## src/design/frame_pkg.sv

```systemverilog
package frame_pkg;

	// ==================================================
	// on-wire frame format
	// ==================================================

	// byte index of the copy number, counted from frame start
	localparam int id_offset = 22;

	localparam int copy_count = 5; // copies sent per packet

	localparam int byte_w = 8;

	// ==================================================
	// input byte
	// ==================================================

	// one cycle of the receive stream, frame runs while en is high
	typedef struct packed {
		logic en;
		logic [byte_w-1:0] data;
	} rx_byte_t;

endpackage

```

## src/design/vote_pkg.sv

```systemverilog
package vote_pkg;

	// ==================================================
	// payload buffers
	// ==================================================

	localparam int addr_w = 8; // payload of at most 256 bytes

	// write stream shared by all buffers, sel picks the target
	typedef struct packed {
		logic valid;
		logic last; // final payload byte of the frame
		logic [addr_w-1:0] addr;
		logic [frame_pkg::byte_w-1:0] data;
	} buf_write_t;

	typedef struct packed {
		logic present;
		logic [addr_w:0] length; // 1..256 bytes
	} buf_status_t;

	// ==================================================
	// voted output stream
	// ==================================================

	typedef struct packed {
		logic valid;
		logic last;
		logic [frame_pkg::byte_w-1:0] data;
	} out_byte_t;

endpackage

```

## src/design/copy_buffer.sv

```systemverilog
`timescale 1ns/1ps

module copy_buffer (
	input logic clk,
	input logic reset,
	input vote_pkg::buf_write_t wr,
	input logic sel,
	input logic round_done,
	input logic [vote_pkg::addr_w-1:0] rd_addr,
	output logic [frame_pkg::byte_w-1:0] rd_data,
	output vote_pkg::buf_status_t status
);

	logic [frame_pkg::byte_w-1:0] mem [2**vote_pkg::addr_w];
	logic wr_en;

	assign wr_en = wr.valid && sel; // broadcast stream, this copy only

	// ==================================================
	// payload memory, registered read
	// ==================================================

	always_ff @(posedge clk) begin
		if (wr_en) begin
			mem[wr.addr] <= wr.data;
		end
		rd_data <= mem[rd_addr];
	end

	// ==================================================
	// present flag and length
	// ==================================================

	always_ff @(posedge clk) begin
		if (wr_en && wr.last) begin
			status.length <= {1'b0, wr.addr} + 1'b1;
		end
		if (reset) begin
			status.present <= 1'b0;
		end else if (wr_en && wr.last) begin
			status.present <= 1'b1;
		end else if (round_done) begin
			status.present <= 1'b0; // voter samples on the same edge
		end
	end

	// a second frame with the same copy number inside one round
	a_no_duplicate: assert property (@(posedge clk) disable iff (reset)
		sel |-> !status.present)
		else $error("duplicate copy written before round end");

endmodule

```

## config.mk

```make
export PLATFORM = sky130hd
export DESIGN_NAME = copy_buffer
export DESIGN_NICKNAME = d
export VERILOG_FILES = /design/src/design/frame_pkg.sv /design/src/design/vote_pkg.sv /design/src/design/copy_buffer.sv
export SDC_FILE = /design/constraint.sdc
export NUM_CORES = 2
export LEC_CHECK = 0
export BUFFER_PORTS_ARGS = -buffer_cell sky130_fd_sc_hd__buf_4
export CORE_MARGIN = 2
export CORE_UTILIZATION = 57
export DETAILED_ROUTE_END_ITERATION = 8
export PLACE_DENSITY_LB_ADDON = 0.08
export SETUP_SLACK_MARGIN = 0.5
export SLEW_MARGIN = 20
export SYNTH_ARGS = -nofsm -noshare
export SYNTH_HDL_FRONTEND = slang
export SYNTH_SLANG_ARGS = --single-unit
```

## constraint.sdc

```tcl
create_clock -name clk -period 1.75 [get_ports clk]
set_input_delay 0 -clock clk [delete_from_list [all_inputs] [get_ports clk]]
set_output_delay 0 -clock clk [all_outputs]
set_load 0.02 [all_outputs]
```

=== Word level (Yosys, flattened, before mapping) ===
Memory sizes are Yosys's and may differ from the RTL's. A register that Yosys moved wholly into a read port is not among the register bits.
Index checks and enable logic that the tools add are counted.

* Multiplexer cells: 4
* $add $sub $neg: 1
* Reduce and logical (&&, ||, !) cells: 3

{| class="wikitable"
|+ Operator list
! operator !! number
|-
| adder 8 x 1 -> 9 bit (second input constant) || 1
|-
| 2-to-1 mux 1 bit || 4
|-
| logical AND 1 bit || 2
|-
| nonzero test 2 bit || 1
|}

* Word-level logic and storage cells: 11
* Flip-flop bits (word level): 10
* Input port bits: 30
* Output and inout bits: 18
* Memories kept: 1
* RAM bits: 2048

{| class="wikitable"
|+ Memory list
! memory !! words !! width !! rd ports !! clocked after Yosys merged registers in !! write ports !! RTL line !! RTL
|-
| mem || 256 || 8 || 1 || 1 || 1 || copy_buffer.sv:14 || <nowiki>logic [frame_pkg::byte_w-1:0] mem [2**vote_pkg::addr_w];</nowiki>
|}

=== Depth between registers and ports, before layout ===
* Depth in word-level cells: 3
* Gate-level depth with buffers: 12
* Depth with buffers taken out: 6

=== Worst setup path before layout ===
OpenSTA, ideal clock, no wires.

* Kind: input-to-reg
* Start: input port rd_addr[0] (netlist bit)
* End: register rd_data[7] (netlist bit) (read register of mem)
* Stages on the path: 9
* Setup time: 0.131 ns
* Data required time: 1.619 ns
* Slack: -0.160 ns
* Buffers on the path: 4
* Arrival: 1.779 ns
* Path through: buf_6 buf_6 buf_4 buf_4 mux4_2 a22oi_1 a21oi_1 nor4_1 nor4_2

{| class="wikitable"
|+ RTL lines
! what !! RTL line !! RTL
|-
| from (decl) || copy_buffer.sv:9 || <nowiki>input logic [vote_pkg::addr_w-1:0] rd_addr,</nowiki>
|-
| to (decl) || copy_buffer.sv:10 || <nowiki>output logic [frame_pkg::byte_w-1:0] rd_data,</nowiki>
|}

==> impl_metrics.env <==
export IMPL_ctsLongestPathBuffers=3
export IMPL_die_h_um=379
export IMPL_grt_pass1_wl_um=302000
export IMPL_drc_errors=0
export IMPL_synthTopCellsByArea="edfxtp_1 (77%), mux4_2 (12%), mux2i_1 (2.0%), a22oi_1 (1.3%), nor2_1 (1.3%)"
export IMPL_cap_violations=0
export IMPL_htreeDepth=4
export IMPL_synth_ff_type="edfxtp_1"
export IMPL_fin_crit_ns=2.25
export IMPL_endpoint_kind="flop"
export IMPL_start_kind="flop"
export IMPL_post_dp_hpwl_um=139000
export IMPL_wl_per_cell_um=32.0
export IMPL_via_per_inst=6.44
export IMPL_portBuffers=47
export IMPL_setup_violations=380
export IMPL_syn_avg_cell_area_um2=21.0
export IMPL_r2r_slack_ns=-0.50
export IMPL_coreArea_um2=140000
export IMPL_antenna_left=0
export IMPL_maxSlewHeadroom_pct=46.6
export IMPL_peakVddDrop_mv=1.04
export IMPL_r2r_start="mem[48][6]$_DFFE_PP_"
export IMPL_grt_pass1_vias=43000
export IMPL_cts_tree="done"
export IMPL_grt_antenna_before_repair=5
export IMPL_ys_types=67
export IMPL_p_leak_uw=0.0312
export IMPL_gp_congestion=0.881
export IMPL_rsz0062_at_grt="yes"
export IMPL_final_common_cell="edfxtp_1"
export IMPL_yosys_register_bits=2066
export IMPL_fmax_ghz=0.444
export IMPL_start_util_pct=57.4
export IMPL_min_delay_start="wr[8]"
export IMPL_die_w_um=379
export IMPL_grt_use_total_pct=29.7
export IMPL_first_pass_iters=6
export IMPL_final_cell_mix="edfxtp_1 (2057), buf_4 (584), mux4_2 (433)"
export IMPL_die_area_um2=143000
export IMPL_hold_depth=4
export IMPL_asyncSetResetFlopFracSynth_pct=0
export IMPL_worstSkewPairLatency_ns=0.83
export IMPL_cts_buffers=202
export IMPL_finalClockSkew_ns=0.0235
export IMPL_hold_end="status[5]$_DFFE_PP_"
export IMPL_synth_largest_area_cell="edfxtp_1"
export IMPL_cts_sinks=2066
export IMPL_status="finished, violations left"
export IMPL_total_power_uw=104000
export IMPL_synth_enable_flop_cells=2057
export IMPL_postLayoutCoreUtil_pct=69.1
export IMPL_syn2layout_area_growth_pct=20.4
export IMPL_hold_viol_final=0
export IMPL_yosys_warnings=0
export IMPL_finalInstanceArea_um2=96400
export IMPL_pin_count=48
export IMPL_synthesis_area_um2=80100
export IMPL_grt_max_degree=76
export IMPL_fill_cells=8662
export IMPL_power_density_nw_per_um2=1080
export IMPL_hold_class="in2reg"
export IMPL_drive_gt1_share_pct=36.8
export IMPL_clock_root_buffer="clkbuf_16"
export IMPL_violations="negative setup slack"
export IMPL_vias=42400
export IMPL_rows=137
export IMPL_reg2reg_depth=7
export IMPL_worst_slack_ns=-0.503
export IMPL_grt_ovfl_total=0
export IMPL_fin_crit_sh_pct=129
export IMPL_critPathMaxFanout=1
export IMPL_layout_nets=4562
export IMPL_worst_slew_pin_slew_ns=0.798
export IMPL_r2r_end="rd_data[6]$_DFF_P_"
export IMPL_synth_top_cell_area_share_pct=77.2
export IMPL_fin_setup_tns_ns=-19.54
export IMPL_path_clk_slew_ns=0.06
export IMPL_worstPathArrival_ns=2.96
export IMPL_fin_cells=6580
export IMPL_wirelength_um=210000
export IMPL_dp_cells=6155
export IMPL_drt_iter0_markers=5150
export IMPL_syn_nets=3841
export IMPL_seq_area_frac_synth_pct=77.4
export IMPL_syn_inst=3807
export IMPL_placed_cell_area_um2=88400
export IMPL_path_class="reg2reg"
export IMPL_required_ns=2.46
export IMPL_slew_viol_final=0
[flip-flops by register name (all words and copies together) (netlist names)]
| signal | flops |
|---|---|
| mem | 2048 |
| status | 10 |
| rd_data | 8 |
[routing by layer]
metal	up-vias	wire (um)	track usage, %
met3	397	18400	5.78
li1	17500	-	-
met4	0	7560	11.0
met2	2129	102000	47.1
met5	-	0	0
met1	22400	82100	41.8
[repair_timing]
action / 4_1_cts / 5_1_grt
pin swaps: 22 / 38
endpoints found under the hold margin: 1592 / 21
hold buffers: 26 / 6
resized for setup: 97 / 134
gates cloned: 0 / 1
setup endpoints to repair: 26 / 2073
setup buffers: 0 / 12
[cells in the mapped netlist (all sizes together) (9+ instances only)]
library cell     n
a21oi           91
a221oi          19
a22o            22
a22oi          142
and2             9
buf            138
clkbuf         104
dfxtp            9
edfxtp        2057
mux2i          159
mux4           433
nand2           41
nand3           35
nor2           285
nor2b           13
nor3            24
nor4            24
o21ai           13
o221ai          37
o22ai           48
[worst max-delay path by stage]
stage	startpoint	to	slack (ns)	depth (start not counted)
floorplan	rd_addr[0]	rd_data[7]$_DFF_P_	-0.08	9
global placement	rd_addr[0]	rd_data[2]$_DFF_P_	-1.73	10
detailed placement	rd_addr[0]	rd_data[2]$_DFF_P_	-1.65	9
CTS	mem[219][6]$_DFFE_PP_	rd_data[6]$_DFF_P_	-0.53	7
global route	mem[132][6]$_DFFE_PP_	rd_data[6]$_DFF_P_	-0.54	7
finish	mem[48][6]$_DFFE_PP_	rd_data[6]$_DFF_P_	-0.50	7
[cells by family (layout without fill, tap and decap cells)]
logic type | Yosys count | after routing | share of synthesized area [%]
multiplexers | 599 | 599 | 14.3
AND/OR/NAND/NOR | 468 | 468 | 2.59
AO/OA/AOI/OAI | 417 | 417 | 3.70
adder cells (fa/ha/maj) | 4 | 4 | 0.0625
flip-flops | 2066 | 2066 | 77.4
other | 0 | 1 | 0
buffers and inverters | 247 | 1143 | 1.92
XOR/XNOR | 6 | 6 | 0.0656
[layout make-up]
type,count,area [um2],area share (%)
Inverter,5,18.8,0.0195
Antenna cell,1,2.50,0.00260
Tap cell,1876,2350,2.43
Sequential cell,2066,62000,64.3
Clock buffer,246,5340,5.54
Timing Repair Buffer,759,7270,7.54
Multi-Input combinational cell,1494,18300,19.0
Clock inverter,133,1180,1.22
[power by group]
group          switching (uW)  internal [uW]  total [uW]
Clock                   18300          24500       42700
Combinational            3740           2630        6370
Sequential                141          54500       54700
[critical path, stage by stage, from the launching register on]
cell,delay (ns)
edfxtp_1,0.40
mux4_2,0.51
a22o_1,0.26
nor4_4,0.25
buf_4,0.17
a221oi_1,0.04
a31o_2,0.29
and4b_1,0.21
[per-stage QoR]
stage	hold slack [ns]	setup slack [ns]
after CTS	-0.0526	-0.532
after detailed placement	0.163	-1.65
after floorplan	0.0724	-0.0834
final	0.0110	-0.503
after global placement	0.158	-1.73
after global routing	0.0204	-0.541
Power figures use the tool's default switching activity.
