**src/design/frame_pkg.sv**
```systemverilog
package frame_pkg;

	// ==================================================
	// on-wire frame format
	// ==================================================

	// byte index of the copy number, counted from frame start
	localparam int id_offset = 22;

	localparam int copy_count = 5; // copies sent per packet

	localparam int byte_w = 8;

	// ==================================================
	// input byte
	// ==================================================

	// one cycle of the receive stream, frame runs while en is high
	typedef struct packed {
		logic en;
		logic [byte_w-1:0] data;
	} rx_byte_t;

endpackage

```
**src/design/vote_pkg.sv**
```systemverilog
package vote_pkg;

	// ==================================================
	// payload buffers
	// ==================================================

	localparam int addr_w = 8; // payload of at most 256 bytes

	// write stream shared by all buffers, sel picks the target
	typedef struct packed {
		logic valid;
		logic last; // final payload byte of the frame
		logic [addr_w-1:0] addr;
		logic [frame_pkg::byte_w-1:0] data;
	} buf_write_t;

	typedef struct packed {
		logic present;
		logic [addr_w:0] length; // 1..256 bytes
	} buf_status_t;

	// ==================================================
	// voted output stream
	// ==================================================

	typedef struct packed {
		logic valid;
		logic last;
		logic [frame_pkg::byte_w-1:0] data;
	} out_byte_t;

endpackage

```
**src/design/frame_receiver.sv**
```systemverilog
`timescale 1ns/1ps

module frame_receiver (
	input logic clk,
	input logic reset,
	input frame_pkg::rx_byte_t rx,
	output vote_pkg::buf_write_t wr,
	output logic [frame_pkg::copy_count-1:0] sel,
	output logic round_done
);

	frame_pkg::rx_byte_t rx_q;
	logic [$clog2(frame_pkg::id_offset + 2)-1:0] byte_cnt; // saturates past the id
	logic id_byte;
	logic payload_byte;
	logic pend_valid;
	logic [vote_pkg::addr_w-1:0] pend_addr;
	logic [frame_pkg::byte_w-1:0] pend_data;

	// ==================================================
	// input register and byte position
	// ==================================================

	always_ff @(posedge clk) begin
		rx_q.data <= rx.data;
		if (reset) begin
			rx_q.en <= 1'b0;
		end else begin
			rx_q.en <= rx.en;
		end
	end

	always_ff @(posedge clk) begin
		if (reset || !rx_q.en) begin
			byte_cnt <= '0;
		end else if (byte_cnt <= frame_pkg::id_offset) begin
			byte_cnt <= byte_cnt + 1'b1;
		end
	end

	assign id_byte = rx_q.en && (byte_cnt == frame_pkg::id_offset);
	assign payload_byte = rx_q.en && (byte_cnt > frame_pkg::id_offset) && (|sel);

	// one-hot copy select, copy numbers outside 1..5 select nothing
	always_ff @(posedge clk) begin
		if (reset) begin
			sel <= '0;
		end else if (id_byte) begin
			for (int i = 0; i < frame_pkg::copy_count; i++) begin
				sel[i] <= (rx_q.data[3:0] == 4'(i + 1)); // low nibble only
			end
		end else if ((wr.valid && wr.last) || (!rx_q.en && !pend_valid)) begin
			sel <= '0; // frame done, or ended with no payload
		end
	end

	// ==================================================
	// payload write stream
	// ==================================================

	// one byte held back so last is known when the frame ends
	always_ff @(posedge clk) begin
		if (payload_byte) begin
			pend_data <= rx_q.data;
			pend_addr <= pend_valid ? pend_addr + 1'b1 : '0;
		end
		if (reset) begin
			pend_valid <= 1'b0;
		end else begin
			pend_valid <= payload_byte;
		end
	end

	always_ff @(posedge clk) begin
		wr.addr <= pend_addr;
		wr.data <= pend_data;
		wr.last <= !rx_q.en; // en dropped behind the held byte
		if (reset) begin
			wr.valid <= 1'b0;
			round_done <= 1'b0;
		end else begin
			wr.valid <= pend_valid;
			round_done <= wr.valid && wr.last && sel[frame_pkg::copy_count-1];
		end
	end

	// a payload longer than the buffer would wrap onto address 0
	a_addr_no_wrap: assert property (@(posedge clk) disable iff (reset)
		wr.valid && !wr.last |=> wr.valid && (wr.addr != '0))
		else $error("payload write address wrapped within a frame");

endmodule

```
**config.mk**
```make
export PLATFORM = sky130hd
export DESIGN_NAME = frame_receiver
export DESIGN_NICKNAME = d
export VERILOG_FILES = /design/src/design/frame_pkg.sv /design/src/design/vote_pkg.sv /design/src/design/frame_receiver.sv
export SDC_FILE = /design/constraint.sdc
export NUM_CORES = 1
export LEC_CHECK = 0
export BUFFER_PORTS_ARGS = -buffer_cell sky130_fd_sc_hd__buf_2
export CAP_MARGIN = 25
export CORE_ASPECT_RATIO = 2
export CORE_MARGIN = 2
export CORE_UTILIZATION = 52
export CTS_CLUSTER_SIZE = 25
export DETAILED_ROUTE_END_ITERATION = 12
export PLACE_DENSITY_LB_ADDON = 0.12
export SLEW_MARGIN = 20
export SYNTH_ARGS = -nofsm -noshare
export SYNTH_HDL_FRONTEND = slang
export SYNTH_SLANG_ARGS = --single-unit
```
**constraint.sdc**
```tcl
create_clock -name clk -period 2.6 [get_ports clk]
set_clock_uncertainty 0.1 [all_clocks]
set_input_delay 0.39 -clock clk [delete_from_list [all_inputs] [get_ports clk]]
set_output_delay 0.39 -clock clk [all_outputs]
set_load 0.005 [all_outputs]
```
== Word level (Yosys, flattened, before mapping) ==
Index checks and enable logic that the tools add are counted.
Cells by class
  magnitude comparators: 2
  reduce and logical (&&, ||, !) cells: 12
  equality and inequality tests: 6
  multiplexer cells: 2
  add/subtract/negate cells: 2
Operators by type and width (number)
  two-way mux 5 bit: 2
  adder 8 x 1 -> 8 bit, second input constant: 1
  equality test 4 x 2 -> 1 bit, second input constant: 2
  equality test 4 x 3 -> 1 bit, second input constant: 2
  logical AND 1 bit: 6
  adder 5 x 1 -> 5 bit, second input constant: 1
  equality test 5 bit, second input constant: 1
  greater-than comparator 5 bit, second input constant: 1
  <= comparator 5 bit, second input constant: 1
  OR reduction 5 bit: 1
  equality test 4 x 1 -> 1 bit, second input constant: 1
  logical NOT 1 bit: 2
  logical OR 1 bit: 2
  nonzero test 2 bit: 1
Word-level totals
  output and inout bits: 24
  word-level logic and storage cells: 36
  input port bits: 11
  bits in registers: 55

== Longest topological paths before layout ==
  word-level depth: 5
  mapped depth: 5
  depth with buffers taken out: 5

== Worst setup path after synthesis ==
No wires, ideal clock.
  path type: flip-flop to flip-flop
  from: register byte_cnt[0] (netlist bit)
  to: register pend_addr[0] (netlist bit), enable pin
  path buffers: 0
  arrival: 1.679 ns
  path slack: 0.433 ns
  required time: 2.112 ns
  stages on the path, launching flop included: 6
  clock period less this slack: 2.167 ns
  setup time: 0.388 ns
  cells stage by stage: dfxtp_1 > inv_1 > ha_1 > and3b_1 > o21ai_1 > nor2_1
On the way
  longest elaborated chain between the ends: 3
RTL lines
  start: declaration: line frame_receiver.sv:13  | logic [$clog2(frame_pkg::id_offset + 2)-1:0] byte_cnt;
  start signal: assignment: line frame_receiver.sv:37  | byte_cnt <= byte_cnt + 1'b1;
  greater-than comparator 5 bit: line frame_receiver.sv:42  | assign payload_byte = rx_q.en && (byte_cnt > frame_pkg::id_offset) && (|sel);
  logical AND 1 bit (2 in series): line frame_receiver.sv:42
  named net payload_byte: line frame_receiver.sv:15  | logic payload_byte;
  end signal: assignment: line frame_receiver.sv:65  | pend_addr <= pend_valid ? pend_addr + 1'b1 : '0;
  end: declaration: line frame_receiver.sv:17  | logic [vote_pkg::addr_w-1:0] pend_addr;
The timed path passes the listed nets, and every way through them passes these cells.
A chain may end at the register's enable or synchronous reset.

== Final worst setup path ==
  from: register byte_cnt[0] (netlist bit)
  to: register pend_data[3] (netlist bit), enable pin
On the way
  longest elaborated chain between the ends: 3
RTL lines
  greater-than comparator 5 bit: line frame_receiver.sv:42
  logical AND 1 bit (2 in series): line frame_receiver.sv:42
  named net payload_byte: line frame_receiver.sv:15
  end signal: assignment: line frame_receiver.sv:64  | pend_data <= rx_q.data;
  end: declaration: line frame_receiver.sv:18  | logic [frame_pkg::byte_w-1:0] pend_data;
The timed path passes the listed nets, and every way through them passes these cells.

==> impl.org <==
** Status
- The run finished with clean final reports.

** Pwr
- VDD IR max :: 0.0005929 V
- Summing internal, switching and leakage power gives 1.422 mW.
- Dividing total power by cell area gives a power density of 685.7 mW/mm².
- Standby leakage power :: 0.8209 nW

** Placement
- Hpwl dp :: 2044 µm
- Port buffering added 34 buffers.
- At the end of routability-driven placement, the weighted congestion stood at 0.7497.
- Summing all placed instances gives a cell area of 0.001968 mm².

** GRT
- The first global-routing pass estimated 4678 µm of wire.
- Global routing finished with a remaining overflow of 0.
- The initial antenna violation count was 0.
- Entering global routing, the biggest net connects 18 pins.
- The number of global-route vias before repair was 1065.
- Total routing usage reported by global routing :: 0.1641

** Routing
- The detail route stage leaves a number of antenna-violating nets equal to 0.
- Vias :: 1128
- Routed WL per cell :: 13.55 µm
- DRC violation count after routing :: 0
- After detailed routing, the total wire length is 2805 µm.
- In the routed layout, each cell is associated on average with a via count of 5.449.
- 1st-iter DRT viols :: 33
- DRT Pass-1 Iters :: 4

** Clocking
- The number of clock buffers added by TritonCTS is 5.
- Clock latency on the worst-skew pair, taken at its later pin, is 290 ps.
- Clock tree buffer depth :: 2
- H-tree levels :: 2
- After clock tree synthesis, the clock-pin slew on the worst setup and hold paths is 90 ps.
- CTS placed an instance of sky130_fd_sc_hd__clkbuf_8 at the clock tree root.
- Number of gates resized after cts :: 0
- For this design, the sink count on the clock tree is 55.
- The number of setup buffers added after CTS is 0.
- Buffers inserted to repair hold after CTS numbered 0.
- CTS tree :: yes

** Logic synthesis
- Share of the synthesized area in the top cell type :: 0.4448
- Counting every instance in the synthesized netlist gives 134.
- Of all flip-flops after synthesis, the portion carrying an async set or reset was 0.
- In this run, synthesis produced a sequential element count of 55.
- In this run the cell area of the synthesized design comes to 0.001755 mm².
- For this run, the leading register cell type out of synthesis is sky130_fd_sc_hd__dfxtp_1.
- Net count after synthesis :: 148
- Library cells used by synthesis :: 33
- Synth warn :: 0
- Each instance of the synthesized netlist takes up on average 13.10 µm².
- In this run, synthesis inferred 16 flip-flops with an integrated enable.
- Post-synthesis sequential area ratio :: 0.7185
- In the post-synthesis netlist, the biggest area contributors are sky130_fd_sc_hd__dfxtp_1 44%, sky130_fd_sc_hd__edfxtp_1 27%, sky130_fd_sc_hd__a21oi_1 3.1%.
- Cell type contributing the most total cell area after synthesis :: sky130_fd_sc_hd__dfxtp_1

** Critical path
- In this design, the largest share of critical-path delay is due to flip-flops.
- Together, buffers and inverters on the worst path number 2.
- At the worst endpoint, the required time is 2490 ps.
- Cell breakdown of the critical path :: inv_1 -> ha_1 -> and3b_1 -> o21ai_1 -> nor2_1 -> buf_4
- Of all nets on the critical path, the largest fanout is 16.
- Crit path launch type :: flop
- The worst setup path is of the flop to flop kind.
- CP max stage delay :: 390 ps
- The slowest stage of the critical path belongs to the cell sky130_fd_sc_hd__dfxtp_1.
- STA classifies the critical path endpoint as a flop.
- Signal arrival time at the worst endpoint :: 1730 ps

** Timing
- Timing would allow up to 544.3 MHz.
- Setup repair after global routing left no endpoint under its margin.
- Final setup viols :: 0
- Shortest clock period the worst path allows after layout :: 1837 ps
- The hold violation total from the final report was 0.
- Worst-Margin Slew :: 383.5 ps
- Final hold slack :: 92.97 ps
- Relative slew slack :: 0.7409
- Final count of pins violating max slew :: 0
- Final worst-path cycle share :: 0.7067
- Setup TNS :: 0 ps

** Final layout
- Total non-filler cell area in the finished layout :: 0.002074 mm²
- Ratio of cells with drive above 1 in the final layout :: 0.2443
- Final net count :: 189
- Seq. cell area :: 0.001261 mm²
- Multi-input gate area :: 471.7 µm²
- The layout has 259 filler cells.
- Layout-stage area growth over the synthesis result :: 18.18%
- Leaving out fill and tap cells, the most frequent cells in the layout are 39 x sky130_fd_sc_hd__dfxtp_1, 34 x sky130_fd_sc_hd__buf_2, 16 x sky130_fd_sc_hd__edfxtp_1, 11 x sky130_fd_sc_hd__a21oi_1, 7 x sky130_fd_sc_hd__nor2_1.
- The repair_antennas step left the layout with diodes totalling 0.
- Leaving out fill and tap cells, the most frequent cell in the layout is sky130_fd_sc_hd__dfxtp_1.
- At the end of the flow the core is filled with cells to 0.6497.

** Die
- Number of top-level pins :: 35
- Chip width :: 45.09 µm
- Effective utilization at floorplan :: 0.5498
- The region available for standard cell placement spans 0.003193 mm².
- Die area :: 0.003885 mm²
- The floorplan has 29 rows.
- The floorplan step set the die height to 86.17 µm.

** Run
- Across the run, the number of max-cap violations was 0.

** Min path
- The path class of the tightest hold or removal check is input port to flop.
==> report_power, final <==
| group | total [mW] | switching, mW | leakage [nW] | internal, mW |
|---|---|---|---|---|
| clock | 0.509 | 0.256 | 0.0540 | 0.252 |
| sequential | 0.894 | 0.00729 | 0.467 | 0.887 |
| combinational | 0.0195 | 0.00919 | 0.300 | 0.0103 |
==> logic make-up (layout without fill, tap and decap cells) <==
kind of cell             after synthesis  count (layout)  share of synthesized area
adder cells (fa/ha/maj)                3               3                    0.02139
AND/OR/NAND/NOR                       38              38                     0.1326
AO/OA/AOI/OAI                         28              28                    0.09409
flip-flops                            55              55                     0.7185
buffers and inverters                  6              48                    0.01283
XOR/XNOR                               3               3                    0.01497
multiplexers                           1               1                   0.005702
==> through the flow <==
| stage | cells | worst slack, ps |
|---|---|---|
| final | 207 | 762.7 |
| after floorplan | 134 | 432.7 |
| after detailed placement | 199 | 751.7 |
| after global placement | 199 | 846.9 |
| after global routing | 207 | 633.0 |
| after CTS | 207 | 738.8 |
==> sequential cells by signal, summed over array words and instances (netlist names) <==
register and cells:
byte_cnt 5, pend_addr 8, pend_data 8, pend_valid 1, round_done 1, rx_q 9, sel 5, wr 18
==> synthesized netlist by cell type, types with 2 or more instances <==
cell	count
sky130_fd_sc_hd__nand2_1	4
sky130_fd_sc_hd__o21ai_1	2
sky130_fd_sc_hd__nor2_1	7
sky130_fd_sc_hd__o211ai_1	5
sky130_fd_sc_hd__nand3_1	6
sky130_fd_sc_hd__inv_1	5
sky130_fd_sc_hd__a21oi_1	11
sky130_fd_sc_hd__or3_1	3
sky130_fd_sc_hd__ha_1	3
sky130_fd_sc_hd__edfxtp_1	16
sky130_fd_sc_hd__o21ai_0	6
sky130_fd_sc_hd__dfxtp_1	39
sky130_fd_sc_hd__nor2b_1	3
sky130_fd_sc_hd__and4b_1	2
sky130_fd_sc_hd__xor2_1	2
sky130_fd_sc_hd__nand4b_1	3
==> routing by layer <==
layer | part of all wire | routed length (µm) | up-vias | global-route usage
met5 | 0 | 0 | - | 0
met4 | 0.037 | 104 | 0 | 0.08289
li1 | - | - | 569 | -
met3 | 0.051 | 142 | 9 | 0.04375
met2 | 0.52 | 1446 | 37 | 0.2675
met1 | 0.40 | 1112 | 513 | 0.1910
==> final timing paths <==
| check | start | endpoint | slack (ps) | cells after the start |
|---|---|---|---|---|
| worst max register to register | byte_cnt[0]$_SDFFE_PP0P_ | pend_data[3]$_DFFE_PP_ | 760 | 6 |
| worst min register to register | pend_data[1]$_DFFE_PP_ | wr[1]$_DFF_P_ | 240 | 0 |
| worst max-delay path | byte_cnt[0]$_SDFFE_PP0P_ | pend_data[3]$_DFFE_PP_ | 760 | 6 |
| worst min-delay path | rx[4] | rx_q[4]$_DFF_P_ | 90 | 1 |
==> cell type report <==
| type | instances | area share |
|---|---|---|
| clock buffers | 7 | 0.04704 |
| clock inverters | 1 | 0.004222 |
| inverters | 5 | 0.009047 |
| multi-input cells | 73 | 0.2274 |
| flip-flops and latches | 55 | 0.6080 |
| well taps | 31 | 0.01870 |
| repair buffers | 35 | 0.08565 |
Note: power is estimated with default switching activity, not from simulation.
