===== src/design/frame_pkg.sv =====
package frame_pkg;

	// ==================================================
	// on-wire frame format
	// ==================================================

	// byte index of the copy number, counted from frame start
	localparam int id_offset = 22;

	localparam int copy_count = 5; // copies sent per packet

	localparam int byte_w = 8;

	// ==================================================
	// input byte
	// ==================================================

	// one cycle of the receive stream, frame runs while en is high
	typedef struct packed {
		logic en;
		logic [byte_w-1:0] data;
	} rx_byte_t;

endpackage


===== src/design/vote_pkg.sv =====
package vote_pkg;

	// ==================================================
	// payload buffers
	// ==================================================

	localparam int addr_w = 8; // payload of at most 256 bytes

	// write stream shared by all buffers, sel picks the target
	typedef struct packed {
		logic valid;
		logic last; // final payload byte of the frame
		logic [addr_w-1:0] addr;
		logic [frame_pkg::byte_w-1:0] data;
	} buf_write_t;

	typedef struct packed {
		logic present;
		logic [addr_w:0] length; // 1..256 bytes
	} buf_status_t;

	// ==================================================
	// voted output stream
	// ==================================================

	typedef struct packed {
		logic valid;
		logic last;
		logic [frame_pkg::byte_w-1:0] data;
	} out_byte_t;

endpackage


===== src/design/majority_voter.sv =====
`timescale 1ns/1ps

module majority_voter (
	input logic clk,
	input logic reset,
	input logic round_done,
	input vote_pkg::buf_status_t status [frame_pkg::copy_count],
	input logic [frame_pkg::byte_w-1:0] rd_data [frame_pkg::copy_count],
	output logic [vote_pkg::addr_w-1:0] rd_addr,
	output vote_pkg::out_byte_t out,
	output logic lost
);

	vote_pkg::buf_status_t st_q [frame_pkg::copy_count];
	logic vote_en; // length vote cycle
	logic len_found;
	logic [vote_pkg::addr_w:0] len_vote;
	logic [frame_pkg::copy_count-1:0] len_match;
	logic [vote_pkg::addr_w:0] len_q;
	logic [frame_pkg::copy_count-1:0] mask; // copies of the voted length
	logic bad_acc;
	logic rd_v; // rd_data holds byte rd_idx
	logic [vote_pkg::addr_w-1:0] rd_idx;
	logic rd_last;
	logic [frame_pkg::byte_w-1:0] byte_vote;
	logic byte_bad;

	// ==================================================
	// length vote
	// ==================================================

	always_comb begin
		logic [2:0] n;
		len_found = 1'b0;
		len_vote = '0;
		for (int i = 0; i < frame_pkg::copy_count; i++) begin
			n = '0;
			for (int j = 0; j < frame_pkg::copy_count; j++) begin
				if (st_q[j].present && (st_q[j].length == st_q[i].length)) begin
					n = n + 1'b1;
				end
			end
			if (st_q[i].present && (n > frame_pkg::copy_count / 2) && !len_found) begin
				len_found = 1'b1;
				len_vote = st_q[i].length;
			end
		end
		for (int i = 0; i < frame_pkg::copy_count; i++) begin
			len_match[i] = st_q[i].present && (st_q[i].length == len_vote);
		end
	end

	// ==================================================
	// byte vote
	// ==================================================

	always_comb begin
		logic [2:0] n;
		logic found;
		found = 1'b0;
		byte_vote = '0;
		for (int i = frame_pkg::copy_count - 1; i >= 0; i--) begin
			if (mask[i]) begin
				byte_vote = rd_data[i]; // lowest copy as fallback
			end
		end
		for (int i = 0; i < frame_pkg::copy_count; i++) begin
			n = '0;
			for (int j = 0; j < frame_pkg::copy_count; j++) begin
				if (mask[j] && (rd_data[j] == rd_data[i])) begin
					n = n + 1'b1;
				end
			end
			if (mask[i] && (n > frame_pkg::copy_count / 2) && !found) begin
				found = 1'b1;
				byte_vote = rd_data[i];
			end
		end
		byte_bad = 1'b0;
		for (int i = 0; i < frame_pkg::copy_count; i++) begin
			byte_bad = byte_bad || (mask[i] && (rd_data[i] != byte_vote));
		end
	end

	assign rd_last = ({1'b0, rd_idx} == len_q - 1'b1);

	// ==================================================
	// readout and output stream
	// ==================================================

	always_ff @(posedge clk) begin
		if (round_done) begin
			st_q <= status;
		end
		if (vote_en) begin
			len_q <= len_vote;
			mask <= len_match;
			bad_acc <= (len_match != '1); // missing copy or length mismatch
		end else if (rd_v) begin
			bad_acc <= bad_acc || byte_bad;
		end
		out.data <= byte_vote;
		out.last <= rd_last;
	end

	// rd_addr idles at 0 so byte 0 is already read when the vote lands
	always_ff @(posedge clk) begin
		if (reset) begin
			vote_en <= 1'b0;
			rd_v <= 1'b0;
			rd_idx <= '0;
			rd_addr <= '0;
			out.valid <= 1'b0;
			lost <= 1'b0;
		end else begin
			vote_en <= round_done;
			out.valid <= rd_v;
			lost <= (vote_en && !len_found) || (rd_v && rd_last && (bad_acc || byte_bad));
			if (vote_en && len_found) begin
				rd_v <= 1'b1;
				rd_idx <= '0;
				rd_addr <= rd_addr + 1'b1; // fetch one ahead
			end else if (rd_v) begin
				if (rd_last) begin
					rd_v <= 1'b0;
					rd_addr <= '0;
				end else begin
					rd_idx <= rd_idx + 1'b1;
					rd_addr <= rd_addr + 1'b1;
				end
			end
		end
	end

	a_no_overlap: assert property (@(posedge clk) disable iff (reset)
		vote_en |-> !rd_v)
		else $error("round closed while a readout is still running");

endmodule


===== config.mk =====
export PLATFORM = sky130hd
export DESIGN_NAME = majority_voter
export DESIGN_NICKNAME = d
export VERILOG_FILES = /design/src/design/frame_pkg.sv /design/src/design/vote_pkg.sv /design/src/design/majority_voter.sv
export SDC_FILE = /design/constraint.sdc
export NUM_CORES = 1
export LEC_CHECK = 0
export BUFFER_PORTS_ARGS = -buffer_cell sky130_fd_sc_hd__buf_2
export CORE_ASPECT_RATIO = 1.2
export CORE_MARGIN = 4
export CORE_UTILIZATION = 59
export CTS_BUF_LIST = sky130_fd_sc_hd__clkbuf_2
export CTS_CLUSTER_DIAMETER = 60
export DETAILED_ROUTE_END_ITERATION = 10
export PLACE_DENSITY = 0.79
export SKIP_CTS_REPAIR_TIMING = 1
export SLEW_MARGIN = 10
export SYNTH_ARGS = -nofsm -noshare
export SYNTH_HDL_FRONTEND = slang
export SYNTH_SLANG_ARGS = --single-unit
export TNS_END_PERCENT = 100

===== constraint.sdc =====
create_clock -name clk -period 18.6 [get_ports clk]
set_input_delay 3.72 -clock clk [delete_from_list [all_inputs] [get_ports clk]]
set_output_delay 3.72 -clock clk [all_outputs]
set_load 0.03 [all_outputs]

; Word level (Yosys, flattened, before mapping)
; Cells that the tools add are included.
[classes]
n_addsub = 43
magnitude_cmp = 10
eq_ne = 52
muxes = 82
bitwise_logic = 1
n_reduce_logical = 91
[op_table]
columns = cell, n
row1 = $eq A9 B9 Y1, 25
row2 = $eq A8 B8 Y1, 20
row3 = $mux W3, 40
row4 = $add A3 B1 Y3 const B, 39
row5 = $mux W8, 13
row6 = $logic_and A1 B1 Y1, 72
row7 = $mux W9, 5
row8 = $ne A8 B8 Y1, 5
row9 = $gt A3 B2 Y1 const B, 10
row10 = $mux W1, 24
row11 = $add A8 B1 Y8 const B, 2
row12 = $eq A8 B9 Y1, 1
row13 = $logic_not A1 Y1, 9
row14 = $sub A9 B1 Y9 const B, 1
row15 = $logic_or A1 B1 Y1, 6
row16 = $ne A5 B5 Y1 const B, 1
row17 = $reduce_bool A2 Y1, 2
row18 = $add A1 B1 Y2 const B, 1
row19 = $reduce_and A2 Y1, 1
row20 = $reduce_or A2 Y1, 1
row21 = $not A1 Y1, 1
[word_totals]
regBits = 94
input_bits = 93
output_inout_bits = 19
word_cells = 300

; Depth between registers and ports, before layout
; Gate-level depths: netlist (run 1).
[logic_depth]
word_depth = 33
depth_mapped = 29
ltp_nobuf = 26

; Least setup slack after synthesis (run 1)
; Ideal clock, no wire load.
[synth_timing]
kind = input-to-reg
startpoint = input rd_data[31] in the netlist's numbering
endpoint = register bad_acc, data pin
setup_time_ns = 0.270
arrival_time_ns = 9.209
required_time_ns = 18.330
slack_ns = 9.120
path_stages = 27
path_buffers = 1
path_cell_list = clkbuf_1 -> xor2_1 -> or4_1 -> nor2_1 -> nand2_1 -> inv_1 -> ha_1 -> nor4_1 -> nor2_1 -> inv_1 -> ha_1 -> nand2_1 -> a21bo_2 -> ha_1 -> inv_1 -> or4_1 -> and3_1 -> a221o_1 -> o41a_1 -> a22oi_2 -> o221ai_2 -> nand2_1 -> o32ai_1 -> a22o_1 -> or3_1 -> a221oi_1 -> a21oi_1
[synth_via]
elab_chain_cells = 33
elab_cells_between_ends = 99
cone_classes = add/sub (16) / order compare (5) / eq/ne (13) / mux (34) / reduce/logical (31)
[synth_rtl]
columns = item, line
row1 = "start, declared", majority_voter.sv:8  ; input logic [frame_pkg::byte_w-1:0] rd_data [frame_pkg::copy_count],
row2 = $eq A8 B8 Y1, majority_voter.sv:70  ; if (mask[j] && (rd_data[j] == rd_data[i])) begin
row3 = $logic_and A1 B1 Y1, majority_voter.sv:70
row4 = $mux W1 or $mux W3 (tied branches), majority_voter.sv:70
row5 = $add A3 B1 Y3, majority_voter.sv:71  ; n = n + 1'b1;
row6 = $mux W3, majority_voter.sv:70
row7 = $add A3 B1 Y3, majority_voter.sv:71
row8 = $mux W3, majority_voter.sv:70
row9 = $add A3 B1 Y3, majority_voter.sv:71
row10 = [15 not listed], --
row11 = $mux W8, majority_voter.sv:74  ; if (mask[i] && (n > frame_pkg::copy_count / 2) && !found) begin
row12 = $ne A8 B8 Y1, majority_voter.sv:81  ; byte_bad = byte_bad || (mask[i] && (rd_data[i] != byte_vote));
row13 = $logic_and A1 B1 Y1, majority_voter.sv:81
row14 = $logic_or A1 B1 Y1 (3 in a row), majority_voter.sv:81
row15 = $logic_or A1 B1 Y1 (*), majority_voter.sv:81
row16 = $logic_or A1 B1 Y1 (*), majority_voter.sv:100  ; bad_acc <= bad_acc || byte_bad;
row17 = $mux W1 (*), majority_voter.sv:99  ; end else if (rd_v) begin
row18 = $mux W1 (*), majority_voter.sv:95  ; if (vote_en) begin
row19 = "end signal, assigned", majority_voter.sv:98  ; bad_acc <= (len_match != '1);
row20 = "end signal, assigned", majority_voter.sv:100
row21 = "end, declared", majority_voter.sv:21  ; logic bad_acc;
; Every way passes the cells marked *; elsewhere a longest branch is shown, timed or not. The select of a mux whose other input is x is not followed.
; A chain may end at the register's enable or synchronous reset.

; Worst setup path after layout (run 1)
[layout_timing]
startpoint = input rd_data[12] in the netlist's numbering
endpoint = register bad_acc, data pin
[layout_via]
elab_chain_cells = 29
elab_cells_between_ends = 85
cone_classes = add/sub (8) / order compare (5) / eq/ne (13) / mux (28) / reduce/logical (31)
[layout_rtl]
columns = item, line
row1 = "parallel branches: the longest is 25 deep, another holds $add A3 B1 Y3", --
row2 = $logic_or A1 B1 Y1 (*), majority_voter.sv:81
row3 = $logic_or A1 B1 Y1 (*), majority_voter.sv:100
row4 = $mux W1 (*), majority_voter.sv:99
row5 = $mux W1 (*), majority_voter.sv:95
; Every way passes the cells marked *. The select of a mux whose other input is x is not followed.

==> summary.txt, run 1 <==
Yosys
  – Yosys cell types: 108
  – Flops & latches, synth: 94
  – Ys Warns: 0
  – Commonest register cell after synthesis: edfxtp_1
  – Post-Syn Area: 11700 sq um
  – FFs w/ async S/R, synth: 0%
  – Seq/Total Area, Yosys: 21.7%
  – Syn avg cell area: 8.31 sq um
  – Synth Net Count: 1539
  – Post-synth EDFFs: 65
  – Mapped Cells: ~1400

Final layout
  – Most common cell after layout, fill and taps aside: xnor2_1
  – Area taken by multi-input logic gates: 8110 sq um
  – Layout Utilization: 61.8%
  – Final std cells w/o fill: 1675
  – Final #Nets: 1544
  – Area grow syn2layout: 3.24%
  – Finished Cell Area: between 10000 and 15000 sq um
  – Layout cells sized above 1: 15.6%
  – Most frequent cells in the layout: 181 x xnor2_1, 111 x buf_2, 100 x nand2_1, 91 x nor2_1, 76 x inv_1
  – Reg area: ~2500 sq um
  – Fillers: 1810

Die
  – Ports: 112
  – Area of the core: 19500 sq um
  – Die area: 22100 sq um
  – Die span in x: 136 um
  – Starting Density: 59.8%
  – Site Rows: 56
  – Die height: about 160 um

Clock network
  – H-tree depth: 3
  – Bufs on Longest Clock Path: 2
  – # clock sinks: 94
  – Root Buffer: clkbuf_2
  – Clock transition at path regs: about 280 ps
  – Clk_lat worst skew: 600 ps
  – CTS tree: yes
  – CTS Buf Count: 9

Power and ir drop
  – Power per Cell Area: between 40 and 50 nW/um^2
  – Clk pwr share: 20.3%
  – Power share of the combinational group: about a third
  – Leakage power total: 4.54 nW
  – VDD IR max: 0.0000477 V
  – Switching power share of the total: 38.6%
  – Cell-internal power: 369 uW
  – Net Switching: 232 uW
  – Final Total Pwr: 602 uW
  – Flop pwr share: 46.4%

Route
  – M1 wire length: 13.6 mm
  – DRT iter0 DRCs: about 1200
  – Routed WL per cell: 23.2 um
  – Uppermost layer routed: met4
  – Met2 Wirelength: 18.1 mm
  – First drt pass iteration count: 6
  – DRT antenna net count: 0
  – Vias per std cell: 6.78
  – Routed wl met3: 3.45 mm
  – Vias after detailed routing: 11364
  – DRT Wirelength: 38.9 mm
  – Number of remaining DRC errors: 0

Placement
  – Placed Area: around 12000 sq um
  – GP Congestion: 1.10
  – Place WS: 8320 ps
  – Port Buffer Count: 111
  – Dpl cells: roughly 1700
  – Dpl hpwl: 29.1 mm

Setup path
  – Crit end category: flop
  – Worst setup startpoint: rd_data[12]
  – R2R Path End: bad_acc
  – CP peak stage delay: 640 ps
  – Cell family with most CP delay: compound AO/OA/AOI/OAI gates
  – R2r setup slk: about 11000 ps
  – Reg-to-reg startpoint: st_q[22]
  – CP bufs+invs: 3
  – Levels on crit path: 25
  – CP required: 18990 ps
  – Max FO, Critical Path: 18
  – Critical path class: input pin to flop
  – Setup crit end: bad_acc
  – R2r worst-path depth: 22
  – CP dominant cell by count: ha_1
  – CP Launch Type: input pin
  – Critical path arrival: 10080 ps
  – Slowest cell on crit path: a211oi_4

Global route
  – GRT Util Overall: 34.6%
  – Gr ovfl total: 0
  – First-pass GRT wire length: about 59 mm
  – Initial antenna violation count: 1
  – Largest net degree at the start of global routing: 52
  – Number of global-route vias before repair: 10801

Timing
  – Final hold vios: 0
  – Final setup fails: 0
  – Max_slew headroom: a little over a fifth
  – Final slew viol count: 0
  – Achievable Freq: just over 100 MHz
  – Worst-Margin Slew: 1160 ps
  – Hold_ws: 492 ps
  – Worst-case clock skew: 53.5 ps
  – RSZ-0062 raised after global routing: false
  – Final worst slack: 8920 ps
  – Minimum clock period: slightly below 10000 ps
  – Fin crit share: approximately 52%
  – Final TNS setup: 0 ps

Worst hold path
  – Hold Path Class: flop to flop
  – WHS Path Cells: 1
  – Worst hold start: rd_addr[7]

Status
  – Outcome: finished, final reports clean

Flow run
  – Max-cap violation count: 0
worst min-delay path by stage:
stage	end
after floorplan	out[9]
after global placement	rd_addr[7]
after detailed placement	rd_addr[7]
after CTS	rd_addr[7]
after global routing	rd_addr[7]
final	rd_addr[7]
state kept, by name (all words and copies together), names as in the netlist:
| signal | count |
|---|---|
| rd_addr | 8 |
| out | 10 |
| bad_acc | 1 |
| lost | 1 |
| mask | 5 |
| st_q | 50 |
| vote_en | 1 |
| rd_idx | 8 |
| rd_v | 1 |
| len_q | 9 |
cells by family (layout without fill, tap and decap cells):
group                      Yosys count  in the layout  share of synthesized area (%)
AOI/OAI and AO/OA                  306            306                           20.5
xor gates and xnor gates           251            251                           20.1
adders and majority gates           43             43                           4.62
buffers and inverters              203            213                           8.67
DFF                                 94             94                           21.7
muxes                               22             22                           1.99
other                                0              1                              0
and+or+nand+nor                    484            484                           22.4
power by group through the flow:
stage / Combinational (mW) / Clock [mW] / Sequential, mW
2_1_floorplan: 0.169 / 0 / 0.254
3_3_place_gp: 0.193 / 0 / 0.280
3_5_place_dp: 0.195 / 0 / 0.280
4_1_cts: 0.196 / 0.125 / 0.276
5_1_grt: 0.215 / 0.135 / 0.279
6_report: 0.200 / 0.122 / 0.279
worst register-to-register path, stage by stage, from the launching register on:
cell	delay (ps)
edfxtp_1	700
xnor2_4	250
nand3_2	100
nor4_1	470
ha_1	400
xor2_1	280
ha_1	290
nor2_1	110
nor2_1	60
ha_1	280
nand2_1	90
nor2_1	60
and4_1	190
a311o_1	410
or2_1	380
a21oi_1	420
nand3_1	700
a31oi_1	1000
xnor2_1	200
nand4_1	130
or4b_4	580
nor4_2	260
a21oi_1	60
cell usage after synthesis (8+ instances only):
master	n	area, sq um
o21ai_0	33	165
nand2_1	100	375
a21oi_1	45	225
inv_1	76	285
o211a_1	10	100
and2_1	14	87.6
o31ai_1	10	75.1
edfxtp_1	65	1950
a221oi_1	12	105
and4_1	16	140
nand4_1	47	294
buf_6	19	214
nor4_1	36	225
xnor2_1	181	1590
o211ai_1	15	113
buf_2	49	245
mux2i_1	13	130
nor2_1	91	342
nand2b_1	9	56.3
o221ai_1	10	87.6
nor3_1	35	175
o22ai_1	8	50.1
ha_1	43	538
mux2_2	9	101
dfxtp_1	29	581
a211oi_1	14	105
nand3_1	49	245
o2111ai_1	11	96.3
a31oi_1	30	188
xor2_1	59	517
clkbuf_1	48	180
and3_1	21	131
metal layers:
metal  up-vias  GRT usage, %
met5         -             0
met4         0          26.1
li1       5148             -
met2       713          57.7
met1      5249          38.7
met3       254          6.60
layout make-up:
class | instances | area share [%]
Multi-Input combinational cell | 1106 | 67.4
Sequential cell | 94 | 21.0
Timing Repair Buffer | 121 | 5.24
Tap cell | 261 | 2.71
Inverter | 76 | 2.37
Clock inverter | 6 | 0.780
Clock buffer | 10 | 0.416
Antenna cell | 1 | 0.0208
Power figures use the tool's default switching activity.
==> run 2, diff against run 1 <==
Settings changed: CORE_UTILIZATION 59 to 57, PLACE_DENSITY 0.79 to 0.8.
Clock period 18.6 ns to 7.9 ns, I/O delays scaled along.
==> summary.txt, run 2 (synthesized netlist as in run 1, its figures left out) <==
Power and ir drop
  – Net Switching: 575 uW (+150%)
  – VDD IR max: 0.000138 V (+190%)
  – Flop pwr share: 46.7% (+0.3 points)
  – Final Total Pwr: 1.40 mW (+130%)
  – Leakage power total: 4.72 nW (+3.9%)
  – Power share of the combinational group: 35.4% (+2.1 points)
  – Power per Cell Area: 114 nW/um^2 (+130%)
  – Clk pwr share: 17.8% (-2.5 points)
  – Cell-internal power: 826 uW (+120%)
  – Switching power share of the total: 41.1% (+2.4 points)

Clock network
  – CTS Buf Count: 9 (unchanged)
  – Bufs on Longest Clock Path: 2 (unchanged)
  – Clock transition at path regs: 320 ps (+40 ps)
  – Clk_lat worst skew: 640 ps (+40 ps)
  – H-tree depth: 3 (unchanged)
  – Root Buffer: clkbuf_2
  – # clock sinks: 94 (unchanged)
  – CTS tree: yes

Timing
  – Fin crit share: between 90% and 100%
  – Achievable Freq: roughly 140 MHz
  – Max_slew headroom: 26.4% (+5.4 points)
  – Worst-case clock skew: 53.9 ps (+0.430 ps)
  – Final hold vios: 0 (unchanged)
  – Worst-Margin Slew: 1100 ps (-56.3 ps)
  – Final setup fails: 0 (unchanged)
  – Minimum clock period: 7380 ps
  – RSZ-0062 raised after global routing: false
  – Final slew viol count: 0 (unchanged)
  – Final TNS setup: 0 ps (unchanged)

Die
  – Site Rows: 57 (+1.8%)
  – Area of the core: 20200 sq um (+3.6%)
  – Die area: 22800 sq um (+3.3%)
  – Ports: 112 (unchanged)
  – Starting Density: 57.8% (-2.1 points)
  – Die span in x: 139 um (+1.6%)
  – Die height: 165 um (+1.7%)

Global route
  – First-pass GRT wire length: 61.5 mm (+4.1%)
  – Number of global-route vias before repair: 11098 (+2.7%)
  – Largest net degree at the start of global routing: 52 (unchanged)
  – Gr ovfl total: 0 (unchanged)
  – Initial antenna violation count: 3 (+2)
  – GRT Util Overall: 34.5% (about the same)

Setup path
  – Max FO, Critical Path: 24 (+6)
  – Cell family with most CP delay: compound AO/OA/AOI/OAI gates
  – Critical path arrival: 7820 ps (-2260 ps)
  – Levels on crit path: 23 (-8.0%)
  – CP required: 8340 ps (-10650 ps)
  – Crit end category: flop
  – CP peak stage delay: 930 ps (+290 ps)
  – Critical path class: flop to flop
  – CP Launch Type: flop
  – Slowest cell on crit path: a31oi_1
  – Crit-path cells: xnor2_1, nand4_1, nor4_1, nand2_1, ha_1, xnor2_4, ha_1, nand2_1, nand2_1, ha_1, inv_1, nor4_1, o21ai_0, o221a_2, o21bai_2, a21oi_4, o31ai_2, a31oi_1, xnor2_1, nand4_1, or4b_4, nor4_2, a21oi_1
  – CP bufs+invs: 1 (-2)
  – R2r worst-path depth: 23 (+4.5%)

Placement
  – Dpl hpwl: 31.3 mm (+7.5%)
  – Port Buffer Count: 111 (unchanged)
  – Dpl cells: 1702 (+2.7%)
  – GP Congestion: 1.10 (about the same)

Final layout
  – Top reg by flops: st_q
  – Most frequent cells in the layout: 181 x xnor2_1, 111 x buf_2, 100 x nand2_1, 91 x nor2_1, 76 x inv_1
  – Largest registers: st_q (50), out (10), len_q (9)
  – Max reg flops: 50 (unchanged)
  – Final std cells w/o fill: 1721 (+2.7%)
  – Layout cells sized above 1: 17.9% (+2.3 points)
  – Area grow syn2layout: 5.67%
  – Final #Nets: 1584 (+2.6%)
  – Layout Utilization: 61.0% (-0.76 points)
  – Fillers: 1836 (+1.4%)
  – Most common cell after layout, fill and taps aside: xnor2_1

Route
  – First drt pass iteration count: 6 (unchanged)
  – Met2 Wirelength: 19.6 mm (+8.3%)
  – Routed WL per cell: 23.6 um (+1.9%)
  – Vias per std cell: 6.71 (-1.1%)
  – Vias after detailed routing: 11549 (+1.6%)
  – DRT iter0 DRCs: 1403 (+17%)
  – Number of remaining DRC errors: 0 (unchanged)
  – DRT Wirelength: 40.7 mm (+4.7%)
  – DRT antenna net count: 0 (unchanged)
  – Uppermost layer routed: met4
  – M1 wire length: 13.8 mm (+1.5%)
  – Routed wl met3: 3.60 mm (+4.5%)

Worst hold path
  – Hold Path Class: flop to flop
  – WHS Path Cells: 1 (unchanged)

Status
  – Outcome: finished, final reports clean

Flow run
  – Max-cap violation count: 0 (unchanged)
## run 2: cell types whose count changed in the layout (fill, tap and decap cells not counted), sizes merged
cell and change:
inv +2, bufinv -2, diode +2, clkinv +1, clkbuf -1, buf +40
## run 2: final cells by class
cell class | instances | area, sq um | share of cell area (%)
Tap cell | 265 | 332 | 2.69
Sequential cell | 94 | 2530 | 20.6
Antenna cell | 3 | 7.51 | 0.0609
Inverter | 76 | 285 | 2.32
Clock buffer | 9 | 45.0 | 0.366
Clock inverter | 7 | 71.3 | 0.579
Multi-Input combinational cell | 1106 | 8110 | 65.9
Timing Repair Buffer | 161 | 931 | 7.56
## run 2: power groups by stage
stage,registers [mW],clock network [mW],logic (mW)
floorplan,0.598,0,0.397
global placement,0.659,0,0.477
detailed placement,0.660,0,0.483
CTS,0.649,0.259,0.485
global route,0.656,0.279,0.532
finish,0.655,0.250,0.496
## run 2: layer usage
| metal | up-vias | GRT usage, % |
|---|---|---|
| li1 | 5233 | - |
| met1 | 5301 | 37.0 |
| met2 | 760 | 60.1 |
| met3 | 255 | 6.46 |
| met4 | 0 | 27.3 |
| met5 | - | 0 |
## run 2: worst paths after layout
path         slack [ps]    endpoint  startpoint
max                 520     bad_acc    st_q[30]
min                 490  rd_addr[7]  rd_addr[7]
max reg2reg         520     bad_acc    st_q[30]
min reg2reg         490  rd_addr[7]  rd_addr[7]
## run 2: through the flow
step | hold WS [ps] | cell area (sq um) | setup slack (ps)
4_1_cts | 486 | 12300 | 784
6_report | 492 | 12300 | 518
5_1_grt | 496 | 12300 | 44.3
3_5_place_dp | 453 | 12200 | 59.4
3_3_place_gp | 444 | 12200 | 276
2_1_floorplan | 483 | 11700 | 560
## run 2: worst reg2reg max path, stage by stage (launching register included)
cell      delay, ps
edfxtp_1        720
xnor2_1         290
nand4_1         110
nor4_1          270
nand2_1         150
ha_1            430
xnor2_4         220
ha_1            320
nand2_1          60
nand2_1         100
ha_1            180
inv_1            50
nor4_1          370
o21ai_0         150
o221a_2         150
o21bai_2        300
a21oi_4         710
o31ai_2         280
a31oi_1         930
xnor2_1         200
nand4_1         130
or4b_4          590
nor4_2          390
a21oi_1          90
==> run 3, diff against run 2 <==
Settings changed: CORE_UTILIZATION 57 to 59, PLACE_DENSITY 0.8 to 0.79.
Clock period 7.9 ns to 9.55 ns, I/O delays scaled along.
==> summary.txt, run 3 (synthesized netlist as in run 1, its figures left out) <==
Clock network
  – Clock transition at path regs: 260 ps (-60 ps)
  – # clock sinks: 94 (unchanged)
  – Bufs on Longest Clock Path: 2 (unchanged)
  – Clk_lat worst skew: 610 ps (-30 ps)
  – H-tree depth: 3 (unchanged)
  – CTS Buf Count: 9 (unchanged)
  – Root Buffer: clkbuf_2
  – CTS tree: yes

Timing
  – Final TNS setup: 0 ps (unchanged)
  – Worst-Margin Slew: 1040 ps (-61.3 ps)
  – Minimum clock period: 7830 ps
  – RSZ-0062 raised after global routing: false
  – Max_slew headroom: 30.8% (+4.4 points)
  – Hold_ws: 516 ps (+24.0 ps)
  – Final hold vios: 0 (unchanged)
  – Final worst slack: 1720 ps (+1200 ps)
  – Final slew viol count: 0 (unchanged)
  – Worst-case clock skew: 33.9 ps (-20.1 ps)
  – Final setup fails: 0 (unchanged)
  – Fin crit share: 82.0%
  – Achievable Freq: about 130 MHz

Setup path
  – CP peak stage delay: 600 ps (-330 ps)
  – CP required: 9950 ps (+1610 ps)
  – Critical path class: input pin to flop
  – CP dominant cell by count: ha_1
  – CP bufs+invs: 3 (+2)
  – CP Launch Type: input pin
  – Max FO, Critical Path: 11 (-54%)
  – Crit end category: flop
  – Critical path arrival: 8230 ps (+410 ps)
  – Cell family with most CP delay: compound AO/OA/AOI/OAI gates
  – Slowest cell on crit path: nor4_1

Global route
  – Number of global-route vias before repair: 10840 (-2.3%)
  – First-pass GRT wire length: 60.0 mm (-2.3%)
  – Initial antenna violation count: 3 (unchanged)
  – Gr ovfl total: 0 (unchanged)
  – Met3 Use GR: 6.60% (+0.14 points)
  – Global routing usage on met2: 59.6% (-0.46 points)
  – Met1 usage: 38.7% (+1.7 points)
  – GRT busiest layer: met2
  – Largest net degree at the start of global routing: 52 (unchanged)
  – GRT Util Overall: 35.3% (+0.79 points)

Final layout
  – Layout cells sized above 1: 15.5% (-2.4 points)
  – Top reg by flops: st_q
  – Fillers: 1815 (-1.1%)
  – Area grow syn2layout: 3.21%
  – Layout Utilization: 61.8% (+0.74 points)
  – Reg area: 2530 sq um (unchanged)
  – Finished Cell Area: 12000 sq um (-2.3%)
  – Largest registers: st_q (50), out (10), len_q (9)
  – Area taken by multi-input logic gates: 8110 sq um (unchanged)
  – Final #Nets: 1543 (-2.6%)
  – Most common cell after layout, fill and taps aside: xnor2_1
  – Final std cells w/o fill: 1676 (-2.6%)
  – Most frequent cells in the layout: 181 x xnor2_1, 111 x buf_2, 100 x nand2_1, 91 x nor2_1, 76 x inv_1
  – Max reg flops: 50 (unchanged)

Flow run
  – Max-cap violation count: 0 (unchanged)

Die
  – Die height: 162 um (-1.6%)
  – Ports: 112 (unchanged)
  – Die area: 22100 sq um (-3.2%)
  – Area of the core: 19500 sq um (-3.5%)
  – Site Rows: 56 (-1.8%)
  – Starting Density: 59.8% (+2.1 points)
  – Die span in x: 136 um (-1.6%)

Power and ir drop
  – Switching power share of the total: 38.5% (-2.5 points)
  – Power per Cell Area: 97.2 nW/um^2 (-15%)
  – Leakage power total: 4.54 nW (-3.9%)
  – Flop pwr share: 46.4% (-0.3 points)
  – Net Switching: 451 uW (-22%)
  – Cell-internal power: 719 uW (-13%)
  – VDD IR max: 0.000148 V (+7.5%)
  – Final Total Pwr: 1.17 mW (-17%)
  – Power share of the combinational group: 33.6% (-1.8 points)
  – Clk pwr share: 20.1% (+2.3 points)

Placement
  – Port Buffer Count: 111 (unchanged)
  – Dpl hpwl: 30.0 mm (-4.0%)
  – GP Congestion: 1.08 (-2.2%)
  – Place WS: 1150 ps (+1090 ps)
  – Placed Area: 11900 sq um (-2.6%)
  – Dpl cells: 1657 (-2.6%)

Worst hold path
  – Hold Path Class: flop to flop

Route
  – Routed WL per cell: 23.5 um (-0.69%)
  – Vias per std cell: 6.72 (+0.19%)
  – First drt pass iteration count: 6 (unchanged)
  – DRT iter0 DRCs: 1244 (-11%)
  – Number of remaining DRC errors: 0 (unchanged)
  – Vias after detailed routing: 11268 (-2.4%)
  – DRT antenna net count: 0 (unchanged)
  – DRT Wirelength: 39.4 mm (-3.3%)

Status
  – Outcome: finished, final reports clean
run 3: final timing paths:
kind,slack (ps),cells past startpoint,end,from
worst max-delay path,1720,25,bad_acc,rd_data[12]
worst min-delay path,520,1,rd_addr[7],rd_addr[7]
worst max register to register,2050,22,bad_acc,st_q[22]
worst min register to register,520,1,rd_addr[7],rd_addr[7]
run 3: power by group through the flow:
stage	Combinational, mW	Sequential (mW)	Clock, mW
2_1_floorplan	0.328	0.495	0
5_1_grt	0.423	0.543	0.261
3_5_place_dp	0.383	0.546	0
3_3_place_gp	0.379	0.546	0
6_report	0.393	0.542	0.235
4_1_cts	0.384	0.537	0.242
run 3: layout make-up:
class                      count  share of cell area [%]
timing repair buffer         120                    5.18
sequential                    94                    21.0
multi-input combinational   1106                    67.4
inverter                      76                    2.37
clock buffer                  10                   0.416
antenna                        3                  0.0624
clock inverter                 6                   0.770
tap                          261                    2.71
run 3: per-layer routing:
layer / up-vias / part of all wire [%]
met5: - / 0
met4: 0 / 8.9
met3: 229 / 8.2
met2: 651 / 47
met1: 5246 / 36
li1: 5142 / -
